<file path="src/grad_pkg.sv">
package grad_pkg;

    // ------------------------------
    // gradient component
    // ------------------------------

    // width of one difference
    // 9-bit exact result, sign-extended by one bit
    localparam int comp_w = 10;

    // signed difference, range -255 .. +255
    typedef logic signed [comp_w-1:0] grad_comp_t;

    // ------------------------------
    // packed memory word
    // ------------------------------

    // gx in the upper half, gy in the lower half
    typedef struct packed {
        grad_comp_t gx;
        grad_comp_t gy;
    } grad_word_t;

endpackage

</file>
<file path="src/img_pkg.sv">
package img_pkg;

    // ------------------------------
    // frame geometry
    // ------------------------------

    // pixels per row
    localparam int img_width = 256;
    // rows per frame
    localparam int img_height = 256;
    // pixels per frame, also the address space
    localparam int img_pixels = img_width * img_height;
    // frame address width
    localparam int addr_w = 16;
    // pad beats after the last pixel, one row to flush the line buffer
    localparam int flush_beats = img_width;

    // ------------------------------
    // types
    // ------------------------------

    // unsigned greyscale sample
    typedef logic [7:0] pixel_t;
    // raster address, row * img_width + column
    typedef logic [addr_w-1:0] img_addr_t;

endpackage
</file>
<file path="src/image_gradient.sv">
module image_gradient (
    input  logic                    clk,
    input  logic                    reset,
    output logic                    img_rd,
    output img_pkg::img_addr_t      img_addr,
    input  img_pkg::pixel_t         img_di,
    output logic                    grad_wr,
    output img_pkg::img_addr_t      grad_addr,
    output grad_pkg::grad_word_t    grad_do,
    output logic                    done
);

    // reader to engine
    logic            pix_valid;
    img_pkg::pixel_t pix_data;
    logic            pix_pad;

    // engine to writer
    logic                 gv_valid;
    grad_pkg::grad_word_t gv_word;

    // ------------------------------
    // datapath
    // ------------------------------

    // image memory side
    pixel_reader pixel_reader_inst (
        .clk       (clk),
        .reset     (reset),
        .img_rd    (img_rd),
        .img_addr  (img_addr),
        .img_di    (img_di),
        .pix_valid (pix_valid),
        .pix_data  (pix_data),
        .pix_pad   (pix_pad)
    );

    gradient_engine gradient_engine_inst (
        .clk       (clk),
        .reset     (reset),
        .pix_valid (pix_valid),
        .pix_data  (pix_data),
        .pix_pad   (pix_pad),
        .gv_valid  (gv_valid),
        .gv_word   (gv_word)
    );

    // gradient memory side
    gradient_writer gradient_writer_inst (
        .clk       (clk),
        .reset     (reset),
        .gv_valid  (gv_valid),
        .gv_word   (gv_word),
        .grad_wr   (grad_wr),
        .grad_addr (grad_addr),
        .grad_do   (grad_do),
        .done      (done)
    );

endmodule

</file>
<file path="src/gradient_writer.sv">
module gradient_writer (
    input  logic                    clk,
    input  logic                    reset,
    input  logic                    gv_valid,
    input  grad_pkg::grad_word_t    gv_word,
    output logic                    grad_wr,
    output img_pkg::img_addr_t      grad_addr,
    output grad_pkg::grad_word_t    grad_do,
    output logic                    done
);

    // ------------------------------
    // write port
    // ------------------------------

    // words arrive in raster order, so the address is just a count
    always_ff @(posedge clk) begin
        if (reset) begin
            grad_wr   <= 1'b0;
            grad_addr <= '0;
            done      <= 1'b0;
        end else begin
            grad_wr <= gv_valid & ~done;
            // step past each address once it is written
            if (grad_wr) begin
                grad_addr <= grad_addr + 1'b1;
            end
            // last address written, hold until reset
            if (grad_wr &&
                grad_addr == img_pkg::img_addr_t'(img_pkg::img_pixels - 1)) begin
                done <= 1'b1;
            end
        end
    end

    // data lines up with the strobe
    always_ff @(posedge clk) begin
        if (gv_valid) begin
            grad_do <= gv_word;
        end
    end

endmodule

</file>
<file path="src/gradient_engine.sv">
module gradient_engine (
    input  logic                    clk,
    input  logic                    reset,
    input  logic                    pix_valid,
    input  img_pkg::pixel_t         pix_data,
    input  logic                    pix_pad,
    output logic                    gv_valid,
    output grad_pkg::grad_word_t    gv_word
);

    // ------------------------------
    // window
    // ------------------------------

    // right neighbour of the target, straight from the line buffer
    img_pkg::pixel_t rb_out;
    // target pixel, previous line buffer output
    img_pkg::pixel_t rb_prev;
    // lower neighbour, the incoming beat
    img_pkg::pixel_t low_pix;

    // warm-up over the first row of beats
    logic [$clog2(img_pkg::img_width)-1:0] prime_cnt;
    logic primed;

    // position of the target pixel
    logic [$clog2(img_pkg::img_width)-1:0]  col;
    logic [$clog2(img_pkg::img_height)-1:0] row;

    grad_pkg::grad_comp_t gx;
    grad_pkg::grad_comp_t gy;

    row_buffer row_buffer_inst (
        .clk     (clk),
        .reset   (reset),
        .wr_en   (pix_valid),
        .wr_data (pix_data),
        .rd_data (rb_out)
    );

    // pad data carries nothing
    assign low_pix = pix_pad ? '0 : pix_data;

    always_ff @(posedge clk) begin
        if (pix_valid) begin
            rb_prev <= rb_out;
        end
    end

    // ------------------------------
    // differences and edge rules
    // ------------------------------

    // zero-extend then subtract, exact in 10 bits
    always_comb begin
        gx = $signed({2'b00, rb_out}) - $signed({2'b00, rb_prev});
        gy = $signed({2'b00, low_pix}) - $signed({2'b00, rb_prev});
        // no right neighbour in the last column
        if (col == ($bits(col))'(img_pkg::img_width - 1)) begin
            gx = '0;
        end
        // no lower neighbour in the last row
        if (row == ($bits(row))'(img_pkg::img_height - 1)) begin
            gy = '0;
        end
    end

    // beat counting and target position
    always_ff @(posedge clk) begin
        if (reset) begin
            prime_cnt <= '0;
            primed    <= 1'b0;
            col       <= '0;
            row       <= '0;
            gv_valid  <= 1'b0;
        end else begin
            gv_valid <= pix_valid & primed;
            if (pix_valid && !primed) begin
                prime_cnt <= prime_cnt + 1'b1;
                if (prime_cnt == ($bits(prime_cnt))'(img_pkg::img_width - 1)) begin
                    primed <= 1'b1;
                end
            end
            // advance raster position per emitted word
            if (pix_valid && primed) begin
                col <= col + 1'b1;
                if (col == ($bits(col))'(img_pkg::img_width - 1)) begin
                    row <= row + 1'b1;
                end
            end
        end
    end

    // output word, payload only
    always_ff @(posedge clk) begin
        if (pix_valid && primed) begin
            gv_word.gx <= gx;
            gv_word.gy <= gy;
        end
    end

endmodule

</file>
<file path="src/row_buffer.sv">
module row_buffer (
    input  logic             clk,
    input  logic             reset,
    input  logic             wr_en,
    input  img_pkg::pixel_t  wr_data,
    output img_pkg::pixel_t  rd_data
);

    // one row of history
    img_pkg::pixel_t mem [img_pkg::img_width];

    // slot taking the current beat
    logic [$clog2(img_pkg::img_width)-1:0] ptr;
    // slot overwritten on the next beat, the oldest one left
    logic [$clog2(img_pkg::img_width)-1:0] nxt;

    assign nxt = ptr + 1'b1;

    // ------------------------------
    // circular store
    // ------------------------------

    // oldest entry still held, written 255 beats ago
    // which is the right neighbour of the pixel one row above the beat
    assign rd_data = mem[nxt];

    always_ff @(posedge clk) begin
        if (wr_en) begin
            mem[ptr] <= wr_data;
        end
    end

    // pointer walks once per beat and wraps at the row length
    always_ff @(posedge clk) begin
        if (reset) begin
            ptr <= '0;
        end else if (wr_en) begin
            ptr <= nxt;
        end
    end

endmodule

</file>
<file path="src/pixel_reader.sv">
module pixel_reader (
    input  logic                 clk,
    input  logic                 reset,
    output logic                 img_rd,
    output img_pkg::img_addr_t   img_addr,
    input  img_pkg::pixel_t      img_di,
    output logic                 pix_valid,
    output img_pkg::pixel_t      pix_data,
    output logic                 pix_pad
);

    // one run per reset
    logic started;
    // read sweep
    logic rd_active;
    img_pkg::img_addr_t rd_addr;
    // strobe delayed to line up with img_di
    logic rd_d;
    // pad beats after the frame
    logic flush_active;
    logic [$clog2(img_pkg::flush_beats)-1:0] flush_cnt;

    // ------------------------------
    // address sweep and flush
    // ------------------------------
    always_ff @(posedge clk) begin
        if (reset) begin
            started      <= 1'b0;
            rd_active    <= 1'b0;
            rd_addr      <= '0;
            rd_d         <= 1'b0;
            flush_active <= 1'b0;
            flush_cnt    <= '0;
        end else begin
            // kick off the sweep right after reset
            if (!started) begin
                started   <= 1'b1;
                rd_active <= 1'b1;
            end
            if (rd_active) begin
                rd_addr <= rd_addr + 1'b1;
                if (rd_addr == img_pkg::img_addr_t'(img_pkg::img_pixels - 1)) begin
                    rd_active <= 1'b0;
                end
            end
            rd_d <= rd_active;
            // last pixel beat is the one with no read behind it
            if (rd_d && !rd_active) begin
                flush_active <= 1'b1;
                flush_cnt    <= '0;
            end else if (flush_active) begin
                flush_cnt <= flush_cnt + 1'b1;
                if (flush_cnt == ($bits(flush_cnt))'(img_pkg::flush_beats - 1)) begin
                    flush_active <= 1'b0;
                end
            end
        end
    end

    assign img_rd   = rd_active;
    assign img_addr = rd_addr;

    // memory answers one cycle after the strobe
    assign pix_valid = rd_d | flush_active;
    assign pix_data  = img_di;
    assign pix_pad   = flush_active;

endmodule

</file>
<file path="config.mk">
export PLATFORM = sky130hd
export DESIGN_NAME = image_gradient
export DESIGN_NICKNAME = d
export VERILOG_FILES = /design/src/grad_pkg.sv /design/src/img_pkg.sv /design/src/image_gradient.sv /design/src/gradient_writer.sv /design/src/gradient_engine.sv /design/src/row_buffer.sv /design/src/pixel_reader.sv
export SDC_FILE = /design/constraint.sdc
export NUM_CORES = 2
export LEC_CHECK = 0
export ABC_AREA = 1
export CAP_MARGIN = 20
export CORE_MARGIN = 1
export CORE_UTILIZATION = 33
export CTS_BUF_LIST = sky130_fd_sc_hd__clkbuf_16
export CTS_CLUSTER_SIZE = 10
export DETAILED_ROUTE_END_ITERATION = 10
export DONT_BUFFER_PORTS = 1
export GPL_ROUTABILITY_DRIVEN = 0
export PLACE_DENSITY = 0.49
export SYNTH_ARGS = -nofsm -noshare
export SYNTH_HDL_FRONTEND = slang
export SYNTH_SLANG_ARGS = --single-unit
</file>
<file path="constraint.sdc">
create_clock -name clk -period 10.3 [get_ports clk]
set_input_delay 1.545 -clock clk [delete_from_list [all_inputs] [get_ports clk]]
set_output_delay 1.545 -clock clk [all_outputs]
set_load 0.01 [all_outputs]
</file>
==> flow_summary.ini <==
[layout]
drive_gt1_frac = 0.04748
nets = 7453
seqCellArea_sq_mm = 0.06443
final.fill_count = 25733
synthToLayoutAreaGrowth_pct = 10.86
multi_input_area_sq_mm = 0.02141

[clock_network]
htree_num_levels = 4
clk_path_buf_depth = 3
cts_hold_buf = 0
cts_buffers = 241
cts_root_buffer = clkbuf_16
cts_tree = done
cts.sinks = 2172
cts_resized = 0
clkTransAtPathRegs_ns = 0.06
worstSkewPairLatency_ns = 0.89
post-cts-setup-buffer-count = 0

[synth]
yosys_most_used_dff = edfxtp_1
synth-edff-count = 2092
synth.distinct_cells = 42
synth_area_sq_mm = 0.08842
syn_avg_cell_area_sq_um = 11.64
syn_inst = 7595
synth_nets = 7633
ys_seq_area_frac = 0.7286
ys_seq_elements = 2172
async_flop_share = 0
yosysWarnings = 0

[timing]
setup_slack_ns = 3.569
hold_viol_final = 0
fmax_ghz = 0.1486
period_share = 0.6535
rsz0062_at_grt = no
maxSlewViolCount = 0
worst_slew_pin_slew_ns = 1.206
setup_violations = 0
slew-limit-headroom = 0.1959
period_needed_ns = 6.731
clock_skew_ns = 0.04431
setup_tns_ns = 0

[placement]
dp_slack_ns = 3.568
numPortBuffers = 0
dp_hpwl_um = 136400

[drt]
vias = 57126
drc_errors = 0
drtIter0Drc = 5403
drtPass1Iterations = 8
antenna_left = 0
wl_per_cell_um = 23.30
viasPerCell = 5.168
routed_wl_um = 257500

[global_route]
track_usage = 0.1878
grt_overflow = 0
grt_max_degree = 258
antenna_found_initial = 8
grt_pass1_vias = 54521
grt_pass1_wl_um = 379600

[die]
initial_core_util = 0.3326
die_area_sq_mm = 0.2700
fp.dieW_um = 519.6
ios = 65
chipHeight_um = 519.6
rows = 189
core_sq_mm = 0.2658

[setup_path]
cp.arrival_ns = 7.41
crit_type = flip-flop to flip-flop
reg2reg_slack_ns = 3.57
path_max_fanout = 155
crit_path_start_kind = flip-flop
end_kind = flip-flop
crit_required_ns = 10.98

[power]
switching_power_mw = 4.934
powerDensity_mw_per_mm2 = 197.7
p_leak_nw = 33.36
power.total_mw = 19.38
ir_drop_uv = 165.5
combinationalPowerShare = 0.111
p_int_mw = 14.45
p_sw_frac = 0.2546
pwr-share-clk = 0.387
p_seq_frac = 0.502

[min_path]
hp-class = flip-flop to flip-flop

[outcome]
outcome = complete, no violations

[run]
maxCapViolCount = 0
power groups by stage:
stage	clock network, mW	registers (mW)	logic (mW)
2_1_floorplan	0	9.90	1.40
3_3_place_gp	0	9.91	2.16
3_5_place_dp	0	9.92	2.15
4_1_cts	7.63	9.73	2.15
5_1_grt	7.96	9.73	2.35
6_report	7.49	9.74	2.15
worst paths after layout:
path                                                    start                                to  depth (start not counted)
hold / removal                gradient_engine_inst.gv_word[6]   gradient_writer_inst.grad_do[6]                          0
setup / recovery  gradient_engine_inst.row_buffer_inst.ptr[0]  gradient_engine_inst.gv_word[18]                         24
setup reg to reg  gradient_engine_inst.row_buffer_inst.ptr[0]  gradient_engine_inst.gv_word[18]                         24
hold reg to reg               gradient_engine_inst.gv_word[6]   gradient_writer_inst.grad_do[6]                          0
synthesized netlist by cell type, types with 2 or more instances:
cell	instances	area (sq um)
dfxtp_1	80	1602
buf_2	272	1361
edfxtp_1	2092	62820
nor2_1	345	1295
nor3b_1	5	37.54
nor4_1	3	18.77
nand2_1	2203	8269
nor3_2	2	20.02
xor2_1	6	52.55
a21oi_1	66	330.3
o211ai_1	2	15.01
o21a_1	9	67.56
buf_4	9	67.56
xnor2_1	3	26.28
fa_1	2	40.04
nor2_2	2	12.51
nor3_1	21	105.1
o21bai_1	2	15.01
nand3_1	2042	10220
clkinv_2	2	10.01
and3_1	2	12.51
clkbuf_1	177	664.4
nand4_1	24	150.1
ha_1	26	325.3
o21ai_0	42	210.2
buf_6	3	33.78
inv_2	8	30.03
buf_1	32	120.1
inv_1	100	375.4
flip-flops by register name, indices dropped and copies added (netlist names), 8 cells and up:
register and flops:
gradient_engine_inst.row_buffer_inst.mem 2048, pixel_reader_inst.flush_cnt 8, gradient_engine_inst.rb_prev 8, gradient_engine_inst.row 8
gradient_engine_inst.row_buffer_inst.ptr 8, gradient_writer_inst.grad_addr 16, gradient_writer_inst.grad_do 18, gradient_engine_inst.gv_word 18
pixel_reader_inst.img_addr 16, gradient_engine_inst.col 8, gradient_engine_inst.prime_cnt 8
cells in the final DEF, fill, tap and decap left out, drive strengths merged:
master / count
nand2: 2205
edfxtp: 2092
nand3: 2043
nor2: 347
clkbuf: 244
inv: 194
dfxtp: 80
buf: 70
a21oi: 66
o21ai: 44
ha: 26
nand4: 24
nor3: 23
clkinv: 20
o21a: 9
xor2: 7
nor3b: 5
nor4: 4
xnor2: 3
diode: 2
o211ai: 2
o21bai: 2
and3: 2
fa: 2
a31oi: 1
and3b: 1
or2: 1
and2: 1
a211oi: 1
final cells by class:
cell class | count | share of cell area
repair buffers | 70 | 0.007021
clock buffers | 244 | 0.06229
flip-flops and latches | 2172 | 0.6573
multi-input cells | 4819 | 0.2184
clock inverters | 103 | 0.005259
inverters | 111 | 0.004532
diodes | 2 | 0.00005106
well taps | 3533 | 0.04510
per-layer routing:
| metal | vias to the layer above | share of wire | global-route usage |
|---|---|---|---|
| li1 | 26451 | - | - |
| met1 | 28582 | 0.44 | 0.2624 |
| met2 | 1730 | 0.47 | 0.3046 |
| met3 | 363 | 0.059 | 0.02691 |
| met4 | 0 | 0.026 | 0.05147 |
| met5 | - | 0 | 0 |
critical path, cell delays in order (launching register included):
cell and delay (ns):
dfxtp_4 0.54, inv_8 0.43, buf_12 0.40, buf_4 0.80
buf_4 0.79, nand2_1 0.10, nand3_1 0.11, nand3_1 0.15
nand3_1 0.16, nand3_1 0.28, nand3_1 0.26, nand3_1 0.17
nand2_1 0.12, nand2_1 0.05, nand2_1 0.19, ha_1 0.33
nand2_1 0.12, nand2_1 0.06, nand2_1 0.07, nand2_1 0.06
a21oi_1 0.21, nor2_1 0.07, nor2_1 0.13, nor2_1 0.06
nor3_1 0.15
cell families after synthesis:
kind of cell	synth area share
buffers and inverters	0.03016
xor gates and xnor gates	0.001076
adders and majority gates	0.004132
DFF	0.7286
AOI/OAI and AO/OA	0.007528
and+or+nand+nor	0.2285
through the flow:
step                      cells  hold WS, ns  area, sq um    util
after floorplan            7595       0.4003        88420       -
after global placement    10705       0.4042        91390  0.3438
after detailed placement  10705       0.4057        91390  0.3438
after CTS                 11052       0.4191        98010  0.3687
after global routing      11053       0.4278        98010  0.3687
final                     11054       0.4164        98020  0.3688
(Power assumes the default switching activity.)
